<file path="src/hdl/cache_geom_pkg.sv">
`default_nettype none

package cache_geom_pkg;

    localparam int addr_w = 16;                 // processor and memory byte address
    localparam int tag_w = 5;                   // upper address bits stored per line
    localparam int index_w = 7;                 // selects one of the cache lines
    localparam int word_w = 3;                  // word within a 16 byte block
    localparam int num_lines = 128;             // 2 KB split into 16 byte lines
    localparam int block_w = tag_w + index_w;   // block number as the memory sees it

    // the access controller walks through these states on every access
    localparam logic [1:0] acc_idle = 2'd0;     // accepting new strobes
    localparam logic [1:0] acc_fill = 2'd1;     // the fill engine is loading the block
    localparam logic [1:0] acc_replay = 2'd2;   // the missed read is issued again
    localparam logic [1:0] acc_write = 2'd3;    // write-through commit to array and memory

    // one address word with two decodings
    typedef union packed {
        struct packed {
            logic [tag_w-1:0] tag;              // compared against the stored tag
            logic [index_w-1:0] index;          // line select
            logic [word_w-1:0] word;            // word select inside the line
            logic byte_sel;                     // ignored since every access is a full word
        } set;
        struct packed {
            logic [block_w-1:0] block;          // tag and index taken together
            logic [word_w-1:0] word;            // same bits as the set view word
            logic byte_sel;                     // ignored here as well
        } blk;
    } cache_addr_t;

endpackage

`default_nettype wire

</file>
<file path="src/hdl/cache_tag_array.sv">
`default_nettype none

module cache_tag_array import cache_geom_pkg::*; (
    input wire clk,
    input wire rst_n,
    input wire cache_addr_t lookup_addr,        // address of the strobe being looked up
    input wire tag_we,                          // pulses once the block is fully loaded
    input wire [index_w-1:0] tag_index,
    input wire [tag_w-1:0] tag_value,
    output logic hit
);

    logic [num_lines-1:0] valid;                // one valid bit per line
    logic [tag_w-1:0] tags [num_lines];         // stored tag per line
    logic [index_w-1:0] look_index;             // line picked by the lookup address

    assign look_index = lookup_addr.set.index;

    always_ff @(posedge clk or negedge rst_n) begin
        if (!rst_n) begin
            valid <= '0;                        // every line starts empty
        end else if (tag_we) begin
            valid[tag_index] <= 1'b1;           // the line now holds a whole block
        end
    end

    always_ff @(posedge clk) begin
        if (tag_we) begin
            tags[tag_index] <= tag_value;       // replaces whatever block lived here before
        end
    end

    // purely combinational so a hit is known in the strobe cycle
    assign hit = valid[look_index] && (tags[look_index] == lookup_addr.set.tag);

endmodule

`default_nettype wire

</file>
<file path="config.mk">
export PLATFORM = sky130hd
export DESIGN_NAME = cache_tag_array
export DESIGN_NICKNAME = d
export VERILOG_FILES = /design/src/hdl/cache_geom_pkg.sv /design/src/hdl/cache_tag_array.sv
export SDC_FILE = /design/constraint.sdc
export NUM_CORES = 1
export LEC_CHECK = 0
export BUFFER_PORTS_ARGS = -buffer_cell sky130_fd_sc_hd__buf_4
export CAP_MARGIN = 10
export CORE_ASPECT_RATIO = 0.7
export CORE_MARGIN = 1
export CORE_UTILIZATION = 45
export CTS_BUF_LIST = sky130_fd_sc_hd__clkbuf_8
export DETAILED_ROUTE_END_ITERATION = 8
export PLACE_DENSITY = 0.6
export SYNTH_ARGS = -nofsm -noshare
export SYNTH_HDL_FRONTEND = slang
export SYNTH_SLANG_ARGS = --single-unit
</file>
<file path="constraint.sdc">
create_clock -name clk -period 4 [get_ports clk]
set_input_delay 0.4 -clock clk [delete_from_list [all_inputs] [get_ports clk]]
set_output_delay 0.4 -clock clk [all_outputs]
set_load 0.005 [all_outputs]
</file>
==> flow_summary.json <==
{
  "status": "finished, violations left",
  "violations": "setup timing",
  "synth.top_cells.by_count": "edfxtp_1, mux4_2, nor2_1",
  "setup.worst_path.start_class": "flop",
  "worst_pin_slew_ns": 1.21,
  "arrival_ns": 3.67,
  "synth_cell_types": 62,
  "yosys_warnings": 0,
  "clock.fmax_mhz": 245,
  "gp_congestion": 0.902,
  "ant_nets": 0,
  "crit_fanout": 2,
  "grt_pass1_wl_mm": 118,
  "first_pass_iters": 6,
  "avgSynthCellArea_um2": 18.6,
  "end_kind": "primary output",
  "pwr-share-comb": 0.077,
  "share_seq_of_total_power": 0.546,
  "fin_nets": 1875,
  "fin_crit_sh": 1.02,
  "synth_xor_xnor_area_share": 0.00286,
  "dieArea_um2": 69100,
  "grt_pass1_vias": 16770,
  "slowest_stage": "mux4_2",
  "synth_area_leaders": "edfxtp_1, mux4_2, dfrtp_1",
  "die_h_um": 220,
  "core_um2": 66800,
  "finalCoreUtilization": 0.524,
  "p_leak_nw": 12.6,
  "post-synth-top-area-fraction": 0.628,
  "synth_ff_type": "edfxtp_1",
  "grt_start_max_net_pins": 103,
  "synth_area_leader_cell": "edfxtp_1",
  "p_int_mw": 12.6,
  "power_frac_clock": 0.377,
  "yosysSeqAreaShare": 0.733,
  "worstPathRequired_ns": 3.60,
  "syn_nets": 1680,
  "yosysMostFrequentCell": "edfxtp_1",
  "synth_compound_area_frac": 0.0290,
  "drc_errors": 0,
  "die_width_um": 314,
  "setup_ws_ns": -0.0742,
  "rsz0062_at_grt": "yes",
  "cts_buffers": 112,
  "vias": 16616,
  "cts-root-buf": "clkbuf_8",
  "cts.htree.levels": 3,
  "synthAdderAreaFrac": 0,
  "portBuffers": 27,
  "hold_violations": 0,
  "swShare": 0.233,
  "max_stage_delay_ns": 0.54,
  "cts_tree": "done",
  "overflow": 0,
  "power_switching_mw": 3.83,
  "critPathKind": "flop to primary output",
  "dp_cells": 2620,
  "post_drt_wl_per_cell_um": 28.6,
  "ir_drop_mv": 0.302,
  "path_clk_slew_ns": 0.07,
  "netlist_area_um2": 30600,
  "std_cell_rows": 79,
  "ios": 32,
  "ys_ff_latch": 768,
  "cts_buffer_depth": 3,
  "drive_gt1_frac": 0.327,
  "setup_viol": 1,
  "synth.area.mux_share": 0.150,
  "synth_top_family_by_area": "multiplexers",
  "clock-skew-final_ns": 0,
  "drv_slew": 0,
  "p_per_area_nw_per_um2": 469,
  "clkSinkCount": 768,
  "clock_latency_ns": 0.74,
  "drtIter0Drc": 1998,
  "min_period_ns": 4.07,
  "drv_cap": 0,
  "vias_per_cell": 5.86,
  "hpwl_mm": 52.4,
  "postSynth.asyncResetShare": 0.167,
  "timing.hold.ws_ns": 0.250,
  "gr-usage-all-layers": 0.241,
  "totalWireLength_mm": 81.2,
  "floorplan.initialDensity": 0.458,
  "crit_path_frequent_cell": "buf_6",
  "area_delta_synth_final_pct": 14.3,
  "synth-simple-area-share": 0.0676,
  "antenna_found_initial": 2,
  "synth-edff-count": 640,
  "syn_inst": 1649,
  "fin_cells": 2836,
  "fillCellCount": 5414,
  "hold_path.class": "input pin to asynchronous set/reset pin",
  "maxSlewHeadroom": 0.192,
  "path_cells": "mux4_2, a22o_1, a221oi_2, o22ai_2, nor3_2, o221ai_1, o41a_1, a2111oi_4, buf_6, buf_6"
}
-- worst paths after layout --
kind | startpoint | to | slack, ns | cells past startpoint
worst max register to register | valid[115] | valid[115] | 3.19 | 1
max in group asynchronous | rst_n | valid[71] | 2.84 | 3
min in group clk | tag_index[1] | tags[103][3] | 0.28 | 3
worst min register to register | valid[106] | valid[106] | 0.46 | 1
worst min-delay path | rst_n | valid[5] | 0.25 | 2
worst max-delay path | tags[27][0] | hit | -0.07 | 10
-- power groups by stage --
| stage | logic, mW | registers (mW) | clock network, mW |
|---|---|---|---|
| finish | 1.26 | 8.96 | 6.19 |
| global route | 1.34 | 8.97 | 6.66 |
| CTS | 1.25 | 8.96 | 6.30 |
| floorplan | 0.706 | 9.09 | 0 |
| global placement | 1.22 | 9.11 | 0 |
| detailed placement | 1.24 | 9.12 | 0 |
-- repair_timing --
action,CTS,global route
pin swaps,3,0
endpoints found under the setup margin,1,1
endpoints found under the hold margin,72,0
gates resized for setup,5,6
setup buffers,0,0
hold buffers,1,0
-- routing by layer --
| layer | vias up | GRT usage | routed length [µm] |
|---|---|---|---|
| li1 | 6927 | - | - |
| met1 | 8819 | 0.380 | 37900 |
| met2 | 766 | 0.326 | 33800 |
| met3 | 102 | 0.0739 | 8250 |
| met4 | 2 | 0.0528 | 1290 |
| met5 | - | 0 | 13 |
-- per-stage QoR --
step	power (mW)	worst slack [ns]	TNS (ns)	instance area [µm²]
floorplan	9.79	0.843	0	30600
global placement	10.3	0.0164	0	32700
detailed placement	10.4	-0.0300	-0.0300	32700
CTS	16.5	-0.142	-0.142	35000
global route	17.0	-0.206	-0.206	35000
finish	16.4	-0.0742	-0.0742	35000
-- layout by cell type, fill, tap and decap left out, types with 6 or more instances in the layout --
master and instances:
or2_2 129, a21oi_1 18, nor2b_1 19, nand2_1 46
nor3_1 9, buf_12 16, mux2i_1 56, inv_1 74
clkinv_1 6, a31oi_1 9, xnor2_1 7, clkbuf_8 138
dfrtp_1 128, mux2_2 7, nand4_1 8, mux4_2 174
buf_4 144, nand3_1 27, nor2_1 148, edfxtp_1 640
and3_1 6, o211ai_1 7, a22oi_1 38
-- kinds of logic (layout without fill, tap and decap cells) --
kind of cell / after synthesis / after routing
flip-flops: 768 / 768
AND/OR/NAND/NOR: 413 / 413
multiplexers: 239 / 239
AO/OA/AOI/OAI: 121 / 121
buffers and inverters: 98 / 393
XOR/XNOR: 10 / 10
other: 0 / 1
-- area by class of cell --
type                            instances  area (µm²)  area share
Antenna cell                            1        2.50   0.0000715
Timing Repair Buffer                  166        1470      0.0421
Inverter                               13        48.8     0.00139
Tap cell                              891        1110      0.0319
Sequential cell                       768       22400       0.641
Multi-Input combinational cell        783        7690       0.220
Clock buffer                          137        1890      0.0539
Clock inverter                         77         349     0.00998
-- sequential cells by signal, summed over array words and instances, names as in the netlist --
register	flops
tags	640
valid	128
-- critical path, delay by kind of cell, from the launching register on --
family	cells	cell delay (ns)
flip-flops	1	0.38
buffers and inverters	2	0.27
AND/OR/NAND/NOR	1	0.16
AO/OA/AOI/OAI	6	1.55
multiplexers	1	0.54
Power figures use the tool's default switching activity.
