$ cat src/hdl/cache_geom_pkg.sv
`default_nettype none

package cache_geom_pkg;

    localparam int addr_w = 16;                 // processor and memory byte address
    localparam int tag_w = 5;                   // upper address bits stored per line
    localparam int index_w = 7;                 // selects one of the cache lines
    localparam int word_w = 3;                  // word within a 16 byte block
    localparam int num_lines = 128;             // 2 KB split into 16 byte lines
    localparam int block_w = tag_w + index_w;   // block number as the memory sees it

    // the access controller walks through these states on every access
    localparam logic [1:0] acc_idle = 2'd0;     // accepting new strobes
    localparam logic [1:0] acc_fill = 2'd1;     // the fill engine is loading the block
    localparam logic [1:0] acc_replay = 2'd2;   // the missed read is issued again
    localparam logic [1:0] acc_write = 2'd3;    // write-through commit to array and memory

    // one address word with two decodings
    typedef union packed {
        struct packed {
            logic [tag_w-1:0] tag;              // compared against the stored tag
            logic [index_w-1:0] index;          // line select
            logic [word_w-1:0] word;            // word select inside the line
            logic byte_sel;                     // ignored since every access is a full word
        } set;
        struct packed {
            logic [block_w-1:0] block;          // tag and index taken together
            logic [word_w-1:0] word;            // same bits as the set view word
            logic byte_sel;                     // ignored here as well
        } blk;
    } cache_addr_t;

endpackage

`default_nettype wire

$ cat src/hdl/mem_bus_pkg.sv
`default_nettype none

package mem_bus_pkg;

    localparam int data_w = 16;                 // one memory word per transfer
    localparam int words_per_block = 8;         // transfers needed to fill one line
    localparam int mem_latency = 4;             // cycles from mem_rd to its returning data

    // fill engine states
    localparam logic [1:0] fill_idle = 2'd0;    // no miss being serviced
    localparam logic [1:0] fill_issue = 2'd1;   // sending one read per cycle
    localparam logic [1:0] fill_drain = 2'd2;   // all reads sent, collecting the rest

endpackage

`default_nettype wire

$ cat src/hdl/cache_fill_fsm.sv
`default_nettype none

module cache_fill_fsm import cache_geom_pkg::*, mem_bus_pkg::*; (
    input wire clk,
    input wire rst_n,
    input wire fill_start,                      // one cycle pulse from the controller on a miss
    input wire [block_w-1:0] fill_block,        // block number that missed
    output logic fill_rd,                       // read request toward memory
    output logic [addr_w-1:0] fill_addr,
    output logic fill_we,                       // a returning word is ready for the data array
    output logic [word_w-1:0] fill_word,
    output logic [data_w-1:0] fill_data,
    output logic fill_done,                     // last word of the block is being written
    output logic fill_busy,
    input wire [data_w-1:0] mem_rdata,
    input wire mem_rdata_valid
);

    logic [1:0] state;                          // one of the fill states from the package
    logic [block_w-1:0] block_q;                // block being loaded
    logic [word_w-1:0] issue_cnt;               // next word to request
    logic [word_w-1:0] ret_cnt;                 // next word expected back
    logic [$clog2(mem_latency+1)-1:0] inflight; // reads sent that have not returned yet
    logic ret;                                  // a word of this fill arrives
    logic last_issue;
    logic last_ret;
    cache_addr_t issue_addr;                    // request address built in the block view

    always_comb begin
        issue_addr.blk.block = block_q;
        issue_addr.blk.word = issue_cnt;
        issue_addr.blk.byte_sel = 1'b0;         // word aligned
    end

    assign ret = mem_rdata_valid && (state != fill_idle);   // nothing else reads memory
    assign last_issue = issue_cnt == word_w'(words_per_block - 1);
    assign last_ret = ret_cnt == word_w'(words_per_block - 1);

    // a slot opens when a word comes back in the same cycle
    assign fill_rd = (state == fill_issue) && ((inflight < mem_latency) || ret);
    assign fill_addr = issue_addr;

    assign fill_we = ret;
    assign fill_word = ret_cnt;                 // returns come back in request order
    assign fill_data = mem_rdata;
    assign fill_done = ret && last_ret;
    assign fill_busy = state != fill_idle;

    always_ff @(posedge clk or negedge rst_n) begin
        if (!rst_n) begin
            state <= fill_idle;
            issue_cnt <= '0;
            ret_cnt <= '0;
            inflight <= '0;
        end else begin
            case ({fill_rd, ret})
                2'b10: inflight <= inflight + 1'b1;     // one more read outstanding
                2'b01: inflight <= inflight - 1'b1;     // one read retired
                default: inflight <= inflight;          // both or neither keep the count
            endcase
            if (ret) begin
                ret_cnt <= ret_cnt + 1'b1;              // wraps to zero after the last word
            end
            case (state)
                fill_idle: begin
                    if (fill_start) begin
                        state <= fill_issue;
                        issue_cnt <= '0;
                        ret_cnt <= '0;
                    end
                end
                fill_issue: begin
                    if (fill_rd) begin
                        issue_cnt <= issue_cnt + 1'b1;
                        if (last_issue) begin
                            state <= fill_drain;        // the remaining words are in flight
                        end
                    end
                end
                fill_drain: begin
                    if (fill_done) begin
                        state <= fill_idle;
                    end
                end
                default: state <= fill_idle;
            endcase
        end
    end

    always_ff @(posedge clk) begin
        if ((state == fill_idle) && fill_start) begin
            block_q <= fill_block;              // held for all eight requests
        end
    end

endmodule

`default_nettype wire

$ cat config.mk
export PLATFORM = sky130hd
export DESIGN_NAME = cache_fill_fsm
export DESIGN_NICKNAME = d
export VERILOG_FILES = /design/src/hdl/cache_geom_pkg.sv /design/src/hdl/mem_bus_pkg.sv /design/src/hdl/cache_fill_fsm.sv
export SDC_FILE = /design/constraint.sdc
export NUM_CORES = 1
export LEC_CHECK = 0
export BUFFER_PORTS_ARGS = -buffer_cell sky130_fd_sc_hd__buf_2
export CORE_MARGIN = 5
export CORE_UTILIZATION = 45
export CTS_CLUSTER_DIAMETER = 50
export DETAILED_ROUTE_END_ITERATION = 7
export GPL_TIMING_DRIVEN = 0
export PLACE_DENSITY = 0.87
export SETUP_SLACK_MARGIN = 0.4
export SLEW_MARGIN = 20
export SYNTH_ARGS = -nofsm -noshare
export SYNTH_HDL_FRONTEND = slang
export SYNTH_SLANG_ARGS = --single-unit
export TNS_END_PERCENT = 1
$ cat constraint.sdc
create_clock -name clk -period 2.75 [get_ports clk]
set_input_delay 0.55 -clock clk [delete_from_list [all_inputs] [get_ports clk]]
set_output_delay 0.55 -clock clk [all_outputs]
set_load 0.02 [all_outputs]
==> qor.csv <==
stage;metric;value;unit
timing;tightest_slew;690;ps
clock_network;clk_pin_slew_worst_paths;120;ps
place;place_hpwl;1960;um
global_routing;grt.overflow.total;0;
global_routing;grt_use_total;13.9;%
clock_network;cts-root-buf;clkbuf_4;
critical_path;worstSetupStartpointType;flop;
clock_network;cts_max_level;1;
routing;wl_per_cell;13.8;um
timing;drv_slew;0;
place;dpl-instance-area;0.00142;mm2
critical_path;path_class;flop to flop;
hold_path;hp-class;input pin to asynchronous set/reset pin;
routing;routed_via_density;4.87;
die;die_h;59.9;um
synth;synth.avg_cell_area;13.0;um2
clock_network;post_cts_resized;0;
die;rows;18;
place;post-place-ws;516;ps
place;port-buffer-count;53;
timing;hold_violations;0;
synth;synthCells;86;
synth;syn_nets;124;
routing;drt_pass1_iterations;4;
synth;synth_cell_types;30;
final_layout;area_growth;29.5;%
timing;skew;4.64;ps
clock_network;clock-sinks;23;
routing;drc;0;
routing;ant_nets;0;
clock_network;cts_hold_buf;0;
synth;yosysTopAreaCell;edfxtp_1;
outcome;status;complete, no violations;
pwr;p_leak;0.722;nW
critical_path;worstPathMaxFanout;10;
clock_network;clk_latency;300;ps
die;io_pins;71;
timing;layout_setup_ws;776;ps
die;die_x;59.9;um
synth;yosysTopAreaCellShare;32.1;%
critical_path;ff2ff_setup_slack;780;ps
global_routing;antenna_found_initial;0;
clock_network;postCtsSetupRepairBufs;0;
routing;drtIter0Drc;13;
final_layout;final_area;0.00145;mm2
synth;yosys_warnings;0;
timing;grt_setup_unrepaired;false;
pwr;power.total;1.29;mW
timing;finalSetupViolCount;0;
critical_path;end_kind;flop;
routing;finalWirelength;2380;um
final_layout;finish.utilization;59.7;%
timing;post-route-period-util;71.8;%
critical_path;critPathArrivalTime;2200;ps
global_routing;grt_pass1_vias;861;
global_routing;grt_max_degree;15;
pwr;peakVddDrop;0.416;mV
die;dieArea;0.00359;mm2
synth;syn_area;0.00112;mm2
timing;fmax;507;MHz
final_layout;num_antenna_cells;0;
clock_network;clockBufferDepth;2;
flow_run;cap_violations;0;
final_layout;drive_gt1_share;58.0;%
synth;synth_seq_cells;23;
clock_network;cts_buffers;3;
critical_path;required;2980;ps
timing;slew_headroom;53.9;%
timing;fin_crit;1970;ps
global_routing;grt_pass1_wl;3730;um
synth;yosys-top-cells-area;edfxtp_1 (32%), dfrtp_1 (25%), buf_4 (11%), ha_1 (5.6%), fa_1 (1.8%);
final_layout;final_nets;182;
die;start_util;46.1;%
routing;num_vias;842;
clock_network;cts_tree;yes;
pwr;p_per_area;889;mW/mm2
place;gp_congestion;0.751;
timing;final.setup.tns;0;ps
synth;yosysSeqAreaShare;56.7;%
die;core-area;0.00243;mm2
-- critical path, cell delays in order (launching register included) --
cell and delay [ps]:
dfrtp_1 390, buf_6 140, nor2b_2 180, nand2_2 100, ha_1 190, inv_1 60, fa_1 390, xor2_1 160
nor2_1 130, xor2_1 160
-- layout make-up --
class | count | area (um2)
fill | 202 | 981
inverter | 4 | 15.0
clock inverter | 1 | 5.00
timing repair buffer | 53 | 265
buffer | 18 | 139
multi-input combinational | 41 | 332
clock buffer | 3 | 22.5
sequential | 23 | 636
tap | 30 | 37.5
-- per-stage QoR --
step	instances	hold WS, ps
6_report	173	98.5
5_1_grt	173	82.8
4_1_cts	173	106
3_5_place_dp	169	431
3_3_place_gp	169	432
2_1_floorplan	86	254
-- sequential cells by signal (all words and copies together) (netlist names) --
register / flops
fill_word: 3
issue_cnt: 3
state: 2
inflight: 3
block_q: 12
-- routing by layer --
layer,part of all wire [%],global-route usage [%],up-vias
met1,37,15.1,399
met3,12,4.10,2
li1,-,-,390
met5,0,0,-
met4,0.29,2.85,0
met2,50,26.2,51
-- cell usage after synthesis --
master and instances:
nor2b_1 2, inv_1 3, dfrtp_1 11, edfxtp_1 12, a21oi_1 1, buf_6 1
fa_1 1, a311oi_1 1, nor2_1 2, nor3b_4 1, o221ai_1 2, mux2_4 1
inv_2 1, nor2_2 1, ha_1 5, conb_1 1, nand2_2 1, o21ai_0 1
xnor2_1 1, nand3_1 3, or2_1 1, nor2b_2 1, nand2_1 5, nand2b_1 3
o21a_4 1, xor2_1 2, mux2_2 1, o21ai_1 1, a22o_1 2, buf_4 17
-- power by group --
| group | switching (mW) | total, mW | internal, mW | leakage [nW] |
|---|---|---|---|---|
| Sequential | 0.0695 | 0.534 | 0.465 | 0.242 |
| Combinational | 0.348 | 0.609 | 0.261 | 0.463 |
| Clock | 0.0920 | 0.146 | 0.0541 | 0.0177 |
-- cell families (layout without fill, tap and decap cells) --
group | Yosys count | in the layout | share of synthesized area (%)
AO/OA/AOI/OAI | 9 | 9 | 6.58
adder cells (fa/ha/maj) | 6 | 6 | 7.37
multiplexers | 2 | 2 | 2.34
other | 1 | 1 | 0.335
buffers and inverters | 22 | 79 | 13.7
AND/OR/NAND/NOR | 20 | 20 | 10.6
XOR/XNOR | 3 | 3 | 2.34
flip-flops | 23 | 23 | 56.7
-- cells in the final DEF, fill, tap and decap left out, drive strengths merged, types with 2 or more instances in the layout --
master  synthesis  final
buf            18     71
edfxtp         12     12
dfrtp          11     11
nand2           6      6
ha              5      5
inv             4      4
nand2b          3      3
nand3           3      3
clkbuf          0      3
nor2b           3      3
nor2            3      3
a22o            2      2
o221ai          2      2
xor2            2      2
mux2            2      2
o21ai           2      2
-- path summary, 6_finish.rpt --
kind,start,to,cells past startpoint
min reg2reg,inflight[0],inflight[0],1
min in group clk,fill_block[10],block_q[10],1
max,state[0],inflight[2],9
max reg2reg,state[0],inflight[2],9
max in group asynchronous,rst_n,state[1],1
min,rst_n,inflight[1],1
No activity file was read; power rests on OpenSTA's default activity.
