`src/hdl/cache_geom_pkg.sv`:
```
`default_nettype none

package cache_geom_pkg;

    localparam int addr_w = 16;                 // processor and memory byte address
    localparam int tag_w = 5;                   // upper address bits stored per line
    localparam int index_w = 7;                 // selects one of the cache lines
    localparam int word_w = 3;                  // word within a 16 byte block
    localparam int num_lines = 128;             // 2 KB split into 16 byte lines
    localparam int block_w = tag_w + index_w;   // block number as the memory sees it

    // the access controller walks through these states on every access
    localparam logic [1:0] acc_idle = 2'd0;     // accepting new strobes
    localparam logic [1:0] acc_fill = 2'd1;     // the fill engine is loading the block
    localparam logic [1:0] acc_replay = 2'd2;   // the missed read is issued again
    localparam logic [1:0] acc_write = 2'd3;    // write-through commit to array and memory

    // one address word with two decodings
    typedef union packed {
        struct packed {
            logic [tag_w-1:0] tag;              // compared against the stored tag
            logic [index_w-1:0] index;          // line select
            logic [word_w-1:0] word;            // word select inside the line
            logic byte_sel;                     // ignored since every access is a full word
        } set;
        struct packed {
            logic [block_w-1:0] block;          // tag and index taken together
            logic [word_w-1:0] word;            // same bits as the set view word
            logic byte_sel;                     // ignored here as well
        } blk;
    } cache_addr_t;

endpackage

`default_nettype wire

```
`src/hdl/mem_bus_pkg.sv`:
```
`default_nettype none

package mem_bus_pkg;

    localparam int data_w = 16;                 // one memory word per transfer
    localparam int words_per_block = 8;         // transfers needed to fill one line
    localparam int mem_latency = 4;             // cycles from mem_rd to its returning data

    // fill engine states
    localparam logic [1:0] fill_idle = 2'd0;    // no miss being serviced
    localparam logic [1:0] fill_issue = 2'd1;   // sending one read per cycle
    localparam logic [1:0] fill_drain = 2'd2;   // all reads sent, collecting the rest

endpackage

`default_nettype wire

```
`src/hdl/cache_access_ctrl.sv`:
```
`default_nettype none

module cache_access_ctrl import cache_geom_pkg::*, mem_bus_pkg::*; (
    input wire clk,
    input wire rst_n,
    input wire cpu_rd,
    input wire cpu_wr,
    input wire cache_addr_t cpu_addr,
    input wire [data_w-1:0] cpu_wdata,
    output logic [data_w-1:0] cpu_rdata,
    output logic cpu_rdata_valid,
    output logic stall,
    input wire hit,                             // tag lookup of cpu_addr
    input wire [data_w-1:0] data_rdata,
    output logic tag_we,
    output logic [index_w-1:0] tag_index,
    output logic [tag_w-1:0] tag_value,
    output logic data_we,
    output logic [index_w-1:0] data_index,
    output logic [word_w-1:0] data_word,
    output logic [data_w-1:0] data_wdata,
    output logic fill_start,
    output logic [block_w-1:0] fill_block,
    input wire fill_rd,
    input wire [addr_w-1:0] fill_addr,
    input wire fill_we,
    input wire [word_w-1:0] fill_word,
    input wire [data_w-1:0] fill_data,
    input wire fill_done,
    input wire fill_busy,
    output logic mem_rd,
    output logic mem_wr,
    output logic [addr_w-1:0] mem_addr,
    output logic [data_w-1:0] mem_wdata
);

    logic [1:0] state;                          // one of the access states from the package
    logic strobe;                               // an access is accepted this cycle
    logic rd_valid_q;                           // read data leaves the array next cycle
    cache_addr_t pend_addr;                     // access held across a miss or a write
    logic [data_w-1:0] pend_wdata;
    logic pend_wr;                              // the held access is a write

    assign strobe = (state == acc_idle) && (cpu_rd || cpu_wr);  // stall keeps strobes out otherwise
    assign stall = state != acc_idle;           // high from the cycle after a miss or write

    assign fill_start = strobe && !hit;
    assign fill_block = cpu_addr.blk.block;

    assign cpu_rdata = data_rdata;              // the array read is already registered
    assign cpu_rdata_valid = rd_valid_q;

    assign tag_we = fill_done;                  // the line turns valid with its last word
    assign tag_index = pend_addr.set.index;
    assign tag_value = pend_addr.set.tag;

    always_comb begin
        data_index = cpu_addr.set.index;        // a new strobe reads in its own cycle
        data_word = cpu_addr.set.word;
        data_wdata = pend_wdata;
        data_we = 1'b0;
        if (fill_busy) begin
            data_index = pend_addr.set.index;   // fill words go to the missed line
            data_word = fill_word;
            data_wdata = fill_data;
            data_we = fill_we;
        end else if (state != acc_idle) begin
            data_index = pend_addr.set.index;   // replay read or write-through commit
            data_word = pend_addr.set.word;
            data_we = state == acc_write;
        end
    end

    assign mem_rd = fill_rd;
    assign mem_wr = state == acc_write;         // memory and array take the write together
    assign mem_addr = fill_rd ? fill_addr : pend_addr;
    assign mem_wdata = pend_wdata;

    always_ff @(posedge clk or negedge rst_n) begin
        if (!rst_n) begin
            state <= acc_idle;
            rd_valid_q <= 1'b0;
        end else begin
            rd_valid_q <= (strobe && cpu_rd && hit) || (state == acc_replay);
            case (state)
                acc_idle: begin
                    if (strobe && !hit) begin
                        state <= acc_fill;      // read and write misses both load the block
                    end else if (strobe && cpu_wr) begin
                        state <= acc_write;
                    end
                end
                acc_fill: begin
                    if (fill_done) begin
                        state <= pend_wr ? acc_write : acc_replay;
                    end
                end
                default: state <= acc_idle;     // replay and commit take one cycle each
            endcase
        end
    end

    always_ff @(posedge clk) begin
        if (strobe) begin
            pend_addr <= cpu_addr;
            pend_wdata <= cpu_wdata;
            pend_wr <= cpu_wr;
        end
    end

endmodule

`default_nettype wire

```
`config.mk`:
```
export PLATFORM = sky130hd
export DESIGN_NAME = cache_access_ctrl
export DESIGN_NICKNAME = d
export VERILOG_FILES = /design/src/hdl/cache_geom_pkg.sv /design/src/hdl/mem_bus_pkg.sv /design/src/hdl/cache_access_ctrl.sv
export SDC_FILE = /design/constraint.sdc
export NUM_CORES = 1
export LEC_CHECK = 0
export BUFFER_PORTS_ARGS = -buffer_cell sky130_fd_sc_hd__buf_2
export CORE_ASPECT_RATIO = 1.4
export CORE_MARGIN = 3
export CORE_UTILIZATION = 39
export CTS_CLUSTER_SIZE = 25
export DETAILED_ROUTE_END_ITERATION = 10
export GPL_TIMING_DRIVEN = 0
export PLACE_DENSITY = 0.85
export RECOVER_POWER = 100
export SYNTH_ARGS = -nofsm -noshare
export SYNTH_HDL_FRONTEND = slang
export SYNTH_SLANG_ARGS = --single-unit
```
`constraint.sdc`:
```
create_clock -name clk -period 7.1 [get_ports clk]
set_input_delay 1.065 -clock clk [delete_from_list [all_inputs] [get_ports clk]]
set_output_delay 1.065 -clock clk [all_outputs]
set_load 0.005 [all_outputs]
```
==> flow_metrics.env, run 1 <==
export IMPL_ctsHoldBuffers=0
export IMPL_ant_nets=0
export IMPL_wl_per_cell_um=15.30
export IMPL_clk_latency_ns=0.29
export IMPL_fin_crit_ns=3.721
export IMPL_grt_max_degree=14
export IMPL_tightest_slew_ns=1.004
export IMPL_syn_cell_area_sq_um=2052
export IMPL_drt_iter0_drc=21
export IMPL_crit_fanout=9
export IMPL_p_sw_share_pct=30.56
export IMPL_p_leak_nw=1.403
export IMPL_hold_viol=0
export IMPL_grt_pass1_wl_mm=9.273
export IMPL_first_global_vias=1995
export IMPL_end_kind="output port"
export IMPL_grt_overflow=0
export IMPL_cap_violations=0
export IMPL_clockBufferDepth=2
export IMPL_tns_ns=0
export IMPL_initial_core_util_pct=41.41
export IMPL_pin_count=197
export IMPL_dr_pass1_iters=4
export IMPL_diodes=0
export IMPL_synth_seq_cells=36
export IMPL_cts_sinks=36
export IMPL_worstSetupStartpointType="input port"
export IMPL_ir_drop_mv=0.1521
export IMPL_holdWs_ns=0.5666
export IMPL_die_x_um=67.31
export IMPL_critical_path_class="input port to output port"
export IMPL_hold_path_class="input port to asynchronous set/reset pin"
export IMPL_slew_viol_final=0
export IMPL_max_stage_delay_ns=0.86
export IMPL_rows=30
export IMPL_setup_viol=0
export IMPL_p_switching_uw=251.6
export IMPL_via_count=1888
export IMPL_clock_fmax_mhz=268.8
export IMPL_numCtsBuffers=5
export IMPL_max_slew_margin_pct=32.54
export IMPL_fin_skew_ns=0.005943
export IMPL_synth_area_per_cell_sq_um=13.15
export IMPL_ctsResizeCount=0
export IMPL_htreeDepth=2
export IMPL_clockPowerShare_pct=21.4
export IMPL_status="complete, no violations"
export IMPL_routed_via_density=4.616
export IMPL_ys_types=20
export IMPL_die_area_sq_um=6180
export IMPL_cp_startpoint="fill_busy"
export IMPL_p_int_uw=571.6
export IMPL_antenna_found_initial=0
export IMPL_yosys_warnings=0
export IMPL_cts_root_buf="clkbuf_8"
export IMPL_portBuffers=178
export IMPL_seq_area_frac_synth_pct=51.95
export IMPL_crit_slowest_cell="nor3_1"
export IMPL_period_share_pct=52.40
export IMPL_cp_cell_sequence="clkbuf_1 > nor3_1 > mux2_2 > buf_2"
export IMPL_drc=0
export IMPL_use_met3_pct=6.250
export IMPL_crit_required_ns=6.03
export IMPL_busiest_layer="met2"
export IMPL_pwr_share_comb_pct=37.8
export IMPL_core_area_sq_um=4955
export IMPL_worstPathArrival_ns=2.66
export IMPL_cts_setup_buffers=0
export IMPL_path_clk_slew_ns=0.07
export IMPL_syn_num_nets=248
export IMPL_cts_tree="done"
export IMPL_rsz0062_at_grt="no"
export IMPL_final_cell_mix="buf_2 (128), clkbuf_1 (60), mux2_2 (37), clkbuf_4 (34), edfxtp_1 (33)"
export IMPL_area_growth_pct=48.72
export IMPL_final_nets=436
export IMPL_die_height_um=91.83
export IMPL_layout_commonest_cell="buf_2"
export IMPL_gr_usage_met2_pct=37.41
export IMPL_power_frac_seq_pct=40.8
export IMPL_p_per_area_nw_per_um2=269.8
export IMPL_place_hpwl_mm=5.332
export IMPL_drive_gt1_share_pct=62.61
export IMPL_synthCells=156
export IMPL_routed_wl_mm=6.257
export IMPL_timing_rr_start="state[0]$_DFFE_PN0P_"
export IMPL_gp_congestion=0.7678
export IMPL_grt_use_met1_pct=19.43
export IMPL_track_usage_pct=20.27
## cell families after synthesis
logic type,after synthesis,synth area share [%]
flip-flops,36,51.95
AND/OR/NAND/NOR,20,6.037
buffers and inverters,54,18.72
multiplexers,37,20.30
AO/OA/AOI/OAI,9,2.988
## area by class of cell
cell class	count	area, sq um
Buffer	49	349.1
Clock inverter	2	35.03
Tap cell	64	80.08
Clock buffer	6	72.57
Sequential cell	36	1066
Timing Repair Buffer	181	839.6
Fill cell	464	1903
Multi-Input combinational cell	66	590.6
Inverter	5	18.77
## final timing paths
| kind | endpoint | slack (ns) | cells after the start |
|---|---|---|---|
| max in group asynchronous | state[1]$_DFFE_PN0P_ | 6.38 | 1 |
| setup reg to reg | pend_addr[2]$_DFFE_PP_ | 4.46 | 4 |
| hold reg to reg | state[1]$_DFFE_PN0P_ | 0.59 | 2 |
| min in group clk | state[1]$_DFFE_PN0P_ | 0.59 | 2 |
| hold / removal | cpu_rdata_valid$_DFF_PN0_ | 0.57 | 1 |
| setup / recovery | data_index[4] | 3.38 | 4 |
## sequential cells by signal, indices dropped and copies added (netlist names)
signal / count
mem_wdata: 16
state: 2
pend_addr: 16
pend_wr: 1
cpu_rdata_valid: 1
## critical path, delay by kind of cell
family                 cells  cell delay, ns
buffers and inverters      2            0.31
and+or+nand+nor            1            0.86
muxes                      1            0.42
## power by group through the flow
stage	combinational [mW]	sequential, mW	clock [mW]
finish	0.311	0.336	0.176
global route	0.344	0.344	0.193
CTS	0.350	0.338	0.181
detailed placement	0.348	0.343	0
global placement	0.318	0.346	0
floorplan	0.170	0.343	0
## through the flow
stage	total power, mW	setup slack [ns]	std cells	area, sq um	util, %
final	0.8233	3.379	409	3052	61.59
after global placement	0.6641	2.172	398	3023	61.01
after detailed placement	0.6910	3.946	401	3065	61.87
after global routing	0.8802	3.218	409	3052	61.59
after floorplan	0.5126	3.261	156	2052	-
after CTS	0.8695	3.946	409	3173	64.04
## synthesized netlist by cell type (all sizes together)
cell     n  share of area (%)
nor2b    1               0.31
nor3     2                1.0
nand2    7                1.3
o21ai    3               0.73
a21oi    2               0.49
mux2    37                 20
o311ai   3                1.3
edfxtp  33                 48
nor4     1               0.31
and2     1               0.37
nand3b   2               0.73
inv      5               0.91
nor2     3               0.55
or4b     3                1.5
o311a    1               0.49
dfrtp    3                3.7
buf     49                 18
## routing by layer
layer / vias to the layer above / routed length [um]
li1: 890 / -
met1: 890 / 2055
met2: 96 / 3573
met3: 12 / 477
met4: 0 / 151
met5: - / 0
No activity file was read; power rests on OpenSTA's default activity.
==> run 2, diff against run 1 <==
ABC_AREA = 1   (was not set)
CORE_UTILIZATION = 37   (was 39)
PLACE_DENSITY = 0.81   (was 0.85)
clock period = 3.5 ns   (was 7.1 ns; I/O delays follow)
==> flow_metrics.env, run 2 <==
export IMPL_status="complete, no violations"
export IMPL_die_area_sq_um=6675
export IMPL_p_int_mw=1.072
export IMPL_area_growth_pct=46.42
export IMPL_power_frac_seq_pct=41.7
export IMPL_tns_ns=0
export IMPL_portBuffers=179
export IMPL_antenna_found_initial=0
export IMPL_cts_setup_buffers=0
export IMPL_p_per_area_nw_per_um2=530.2
export IMPL_cap_violations=0
export IMPL_tightest_slew_ns=0.6383
export IMPL_routed_wl_mm=6.264
export IMPL_synth_enable_flop_cells=33
export IMPL_core_area_sq_um=5353
export IMPL_synth_area_leader_cell="edfxtp_1"
export IMPL_rsz0062_at_grt="no"
export IMPL_ant_nets=0
export IMPL_synth_most_common_cell="nand2_1"
export IMPL_dr_pass1_iters=4
export IMPL_grt_overflow=0
export IMPL_ys_types=17
export IMPL_path_clk_slew_ns=0.07
export IMPL_critical_path_class="flip-flop to output port"
export IMPL_nFillCells=525
export IMPL_ys_top_cells_by_count="nand2_1 (80), buf_4 (44), edfxtp_1 (33)"
export IMPL_synth_flop_cell="edfxtp_1"
export IMPL_clockPowerShare_pct=16.8
export IMPL_path_buf_inv=2
export IMPL_clock_fmax_mhz=407.9
export IMPL_htreeDepth=2
export IMPL_initial_core_util_pct=39.53
export IMPL_final_area_sq_um=3098
export IMPL_ir_drop_mv=0.4011
export IMPL_fin_crit_ns=2.451
export IMPL_syn_num_nets=326
export IMPL_clk_latency_ns=0.28
export IMPL_max_slew_margin_pct=57.40
export IMPL_p_sw_share_pct=34.73
export IMPL_diodes=0
export IMPL_ctsResizeCount=0
export IMPL_p_leak_nw=1.616
export IMPL_yosys_warnings=0
export IMPL_pin_count=197
export IMPL_crit_top_cell="nor2_1"
export IMPL_ff_latch_area_sq_um=1066
export IMPL_final_nets=513
export IMPL_worstPathArrival_ns=1.93
export IMPL_worstSetupStartpointType="flip-flop"
export IMPL_ctsHoldBuffers=0
export IMPL_r2r_setup_slack_ns=1.52
export IMPL_cts_root_buf="clkbuf_8"
export IMPL_setup_ws_ns=1.049
export IMPL_final_cell_mix="buf_2 (118), nand2_1 (81), clkbuf_1 (64), clkbuf_4 (36), edfxtp_1 (33)"
export IMPL_period_share_pct=70.04
export IMPL_gp_congestion=0.8034
export IMPL_multi_input_area_sq_um=563.0
export IMPL_cp_top_family="simple AND/OR/NAND/NOR gates"
export IMPL_first_global_vias=2124
export IMPL_grt_max_degree=34
export IMPL_post_place_ws_ns=1.349
export IMPL_fin_util_pct=57.88
export IMPL_routed_via_density=4.391
export IMPL_clockBufferDepth=2
export IMPL_cp_cell_sequence="nor2_1 > nand2_1 > buf_8 > nor2_1 > a21oi_2 > buf_2"
export IMPL_drc=0
export IMPL_cts_tree="done"
export IMPL_max_stage_delay_ns=0.43
export IMPL_die_x_um=69.91
export IMPL_drt_iter0_drc=61
export IMPL_synth_seq_cells=36
export IMPL_wl_per_cell_um=12.84
export IMPL_track_usage_pct=18.20
export IMPL_seq_area_frac_synth_pct=50.38
export IMPL_cts_sinks=36
export IMPL_end_kind="output port"
export IMPL_synth_area_leaders="edfxtp_1 (47%), buf_4 (16%), nand2_1 (14%)"
export IMPL_p_switching_uw=570.4
export IMPL_synth_top_area_share_pct=46.84
export IMPL_async_reset_ff_share_pct=8.333
export IMPL_syn_cell_area_sq_um=2116
export IMPL_crit_required_ns=2.97
export IMPL_slew_viol_final=0
export IMPL_grt_pass1_wl_mm=9.611
export IMPL_crit_slowest_cell="dfrtp_1"
export IMPL_synth_area_per_cell_sq_um=9.042
export IMPL_setup_viol=0
export IMPL_fin_skew_ns=0.003908
export IMPL_place_hpwl_mm=5.299
export IMPL_via_count=2143
export IMPL_hold_viol=0
export IMPL_synthCells=234
export IMPL_dpl_cell_area_sq_um=3094
export IMPL_die_height_um=95.48
export IMPL_numCtsBuffers=5
export IMPL_pwr_share_comb_pct=41.5
export IMPL_drive_gt1_share_pct=43.60
export IMPL_hold_path_class="input port to asynchronous set/reset pin"
export IMPL_crit_fanout=10
export IMPL_layout_commonest_cell="buf_2"
export IMPL_rows=31
[run 2: changes by cell type in the layout (fill, tap and decap cells not counted), sizes merged, moves of 2 or more]
cell    delta
buf        -9
o21ai      +9
clkinv     +2
nand3      +6
clkbuf     +8
a21oi      +7
nor2       +5
inv       +21
nand3b     -2
o311ai     -3
mux2      -31
nand2     +74
or4b       -3
nor3       -2
[run 2: layout make-up]
| cell class | count | share of cell area, % |
|---|---|---|
| buffer | 50 | 11.55 |
| inverter | 26 | 3.150 |
| tap | 66 | 2.666 |
| clock inverter | 3 | 0.4443 |
| clock buffer | 5 | 2.221 |
| multi-input combinational | 122 | 18.17 |
| sequential | 36 | 34.41 |
| timing repair buffer | 180 | 27.38 |
[run 2: per-layer routing]
layer / vias up / track usage, % / wire, um
li1: 1072 / - / -
met1: 951 / 17.35 / 2038
met3: 6 / 5.274 / 640
met4: 0 / 6.709 / 77
met5: - / 0 / 0
met2: 114 / 36.36 / 3508
[run 2: power by group through the flow]
stage / sequential (mW) / combinational (mW) / clock [mW]
6_report: 0.684 / 0.682 / 0.276
5_1_grt: 0.699 / 0.764 / 0.309
4_1_cts: 0.695 / 0.711 / 0.286
3_5_place_dp: 0.703 / 0.708 / 0
3_3_place_gp: 0.697 / 0.693 / 0
2_1_floorplan: 0.696 / 0.370 / 0
[run 2: path summary, 6_finish.rpt]
kind / startpoint / endpoint / cells past startpoint
worst max register to register: state[0]$_DFFE_PN0P_ / pend_addr[10]$_DFFE_PP_ / 4
worst min-delay path: rst_n / state[0]$_DFFE_PN0P_ / 1
min in group clk: cpu_addr[0] / pend_addr[0]$_DFFE_PP_ / 1
worst max-delay path: state[0]$_DFFE_PN0P_ / data_index[5] / 6
worst min register to register: state[0]$_DFFE_PN0P_ / cpu_rdata_valid$_DFF_PN0_ / 1
max in group asynchronous: rst_n / cpu_rdata_valid$_DFF_PN0_ / 1
[run 2: kinds of logic (layout without fill, tap and decap cells)]
group / Yosys count / count (layout) / synth area share, %
flops: 36 / 36 / 50.38
compound gates: 21 / 21 / 6.210
simple gates: 95 / 95 / 18.27
buf+inv: 76 / 264 / 21.94
mux: 6 / 6 / 3.193
[run 2: through the flow]
stage | std cells | total power [mW] | hold slack [ns]
final | 488 | 1.642 | 0.04096
after global routing | 488 | 1.773 | 0.03653
after global placement | 479 | 1.390 | 0.3207
after floorplan | 234 | 1.065 | 0.2294
after CTS | 487 | 1.693 | 0.01962
after detailed placement | 479 | 1.411 | 0.3269
==> run 3, diff against run 2 <==
ABC_AREA = 0   (was 1)
clock period = 2.4 ns   (was 3.5 ns; I/O delays follow)
==> flow_metrics.env, run 3 (synthesis results as in run 1) <==
export IMPL_cts_tree="done"
export IMPL_grt_overflow=0
export IMPL_p_int_mw=1.669
export IMPL_holdWs_ns=0.2469
export IMPL_fin_crit_ns=2.089
export IMPL_max_slew_margin_pct=39.67
export IMPL_layout_commonest_cell="buf_2"
export IMPL_drc=0
export IMPL_gp_congestion=0.7193
export IMPL_die_area_sq_um=6488
export IMPL_dpl_cell_area_sq_um=3064
export IMPL_crit_slowest_cell="or4b_1"
export IMPL_slew_viol_final=0
export IMPL_pwr_share_comb_pct=39.3
export IMPL_diodes=0
export IMPL_drt_iter0_drc=22
export IMPL_layout_cells_non_filler=410
export IMPL_min_from="cpu_wdata[3]"
export IMPL_pin_count=197
export IMPL_placed_cells=401
export IMPL_clk_latency_ns=0.28
export IMPL_clockPowerShare_pct=19.3
export IMPL_setup_viol=0
export IMPL_die_height_um=94.12
export IMPL_final_cell_mix="buf_2 (126), clkbuf_1 (60), mux2_2 (37), edfxtp_1 (33), clkbuf_4 (27)"
export IMPL_p_per_area_nw_per_um2=777.5
export IMPL_r2r_setup_slack_ns=0.41
export IMPL_cp_cell_sequence="clkbuf_1 > or4b_1 > o311ai_1 > clkbuf_1"
export IMPL_crit_required_ns=2.04
export IMPL_cts_setup_buffers=0
export IMPL_p_leak_nw=1.406
export IMPL_track_usage_pct=16.47
export IMPL_worstPathArrival_ns=1.73
export IMPL_tightest_slew_ns=0.9020
export IMPL_routed_wl_mm=5.657
export IMPL_core_area_sq_um=5275
export IMPL_ir_drop_mv=0.5922
export IMPL_crit_fanout=10
export IMPL_ctsHoldBuffers=1
export IMPL_p_sw_share_pct=30.28
export IMPL_grt_max_degree=18
export IMPL_grt_pass1_wl_mm=7.983
export IMPL_max_stage_delay_ns=0.53
export IMPL_numCtsBuffers=5
export IMPL_portBuffers=178
export IMPL_path_clk_slew_ns=0.07
export IMPL_ant_nets=0
export IMPL_post_place_ws_ns=0.4835
export IMPL_crit_top_cell="clkbuf_1"
export IMPL_via_count=1829
export IMPL_rows=31
export IMPL_status="complete, no violations"
export IMPL_drive_gt1_share_pct=62.79
export IMPL_ctsResizeCount=0
export IMPL_holdPathStages=1
export IMPL_r2r_end="pend_addr[12]$_DFFE_PP_"
export IMPL_worstSetupStartpointType="flip-flop"
export IMPL_clockBufferDepth=2
export IMPL_clock_fmax_mhz=478.6
export IMPL_power_mw=2.394
export IMPL_r2r_cells=3
export IMPL_period_share_pct=87.06
export IMPL_power_frac_seq_pct=41.4
export IMPL_rsz0062_at_grt="no"
export IMPL_final_nets=435
export IMPL_hold_end="mem_wdata[3]$_DFFE_PP_"
export IMPL_hold_viol=0
export IMPL_cp_top_family="simple AND/OR/NAND/NOR gates"
export IMPL_cts_sinks=36
export IMPL_critical_path_class="flip-flop to output port"
export IMPL_cap_violations=0
export IMPL_die_x_um=68.94
export IMPL_p_switching_uw=724.9
export IMPL_wl_per_cell_um=13.80
export IMPL_area_growth_pct=50.06
export IMPL_end_kind="output port"
export IMPL_routed_via_density=4.461
export IMPL_antenna_found_initial=0
export IMPL_path_buf_inv=2
export IMPL_fin_skew_ns=0.006581
export IMPL_dr_pass1_iters=4
export IMPL_place_hpwl_mm=4.703
export IMPL_timing_rr_start="state[0]$_DFFE_PN0P_"
export IMPL_setup_ws_ns=0.3106
export IMPL_htreeDepth=2
export IMPL_initial_core_util_pct=38.90
export IMPL_cts_root_buf="clkbuf_8"
export IMPL_hold_path_class="input port to flip-flop"
export IMPL_first_global_vias=1816
export IMPL_final_area_sq_um=3079
## run 3: cell types whose count changed in the layout (fill, tap and decap cells not counted), sizes merged, moves of 7 or more
| cell | delta |
|---|---|
| o21ai | -9 |
| nand2 | -74 |
| buf | +14 |
| clkbuf | -13 |
| mux2 | +31 |
| a21oi | -7 |
| inv | -21 |
## run 3: how the worst max path moves through the flow
| stage | from | end | slack [ns] | cells after the start |
|---|---|---|---|---|
| after floorplan | state[0]$_DFFE_PN0P_ | mem_wdata[0]$_DFFE_PP_ | 0.07 | 2 |
| after global placement | state[0]$_DFFE_PN0P_ | pend_addr[13]$_DFFE_PP_ | -0.50 | 2 |
| after detailed placement | state[0]$_DFFE_PN0P_ | pend_addr[11]$_DFFE_PP_ | 0.48 | 3 |
| after CTS | state[0]$_DFFE_PN0P_ | data_word[1] | 0.37 | 4 |
| after global routing | state[0]$_DFFE_PN0P_ | data_word[2] | 0.16 | 4 |
| final | state[0]$_DFFE_PN0P_ | data_word[1] | 0.31 | 4 |
## run 3: per-stage QoR
stage,setup TNS [ns],utilization (%)
final,0,58.37
after global routing,0,58.37
after CTS,0,60.18
after detailed placement,0,58.09
after global placement,-16.32,57.45
after floorplan,0,-
## run 3: area by class of cell
cell class	count	area, sq um
Sequential cell	36	1066
Timing Repair Buffer	180	863.3
Multi-Input combinational cell	66	606.8
Fill cell	476	2196
Inverter	5	18.77
Clock buffer	8	100.1
Buffer	49	341.6
Tap cell	66	82.58
## run 3: worst register-to-register path: cells and delay by family, from the launching register on
| kind | cells | cell delay, ns |
|---|---|---|
| and+or+nand+nor | 1 | 0.80 |
| buffers and inverters | 2 | 0.49 |
| DFF | 1 | 0.41 |
## run 3: power by group through the flow
stage / logic [mW] / clock network [mW] / registers [mW]
global placement: 0.939 / 0 / 1.01
global route: 1.05 / 0.510 / 1.01
detailed placement: 1.02 / 0 / 1.01
floorplan: 0.507 / 0 / 1.01
finish: 0.941 / 0.463 / 0.990
CTS: 1.02 / 0.480 / 1.00
## run 3: per-layer routing
metal	routed length, um	global-route usage, %	part of all wire (%)
met1	1743	15.55	31
met2	3184	31.69	56
met3	639	5.030	11
met4	89	5.691	1.6
met5	0	0	0
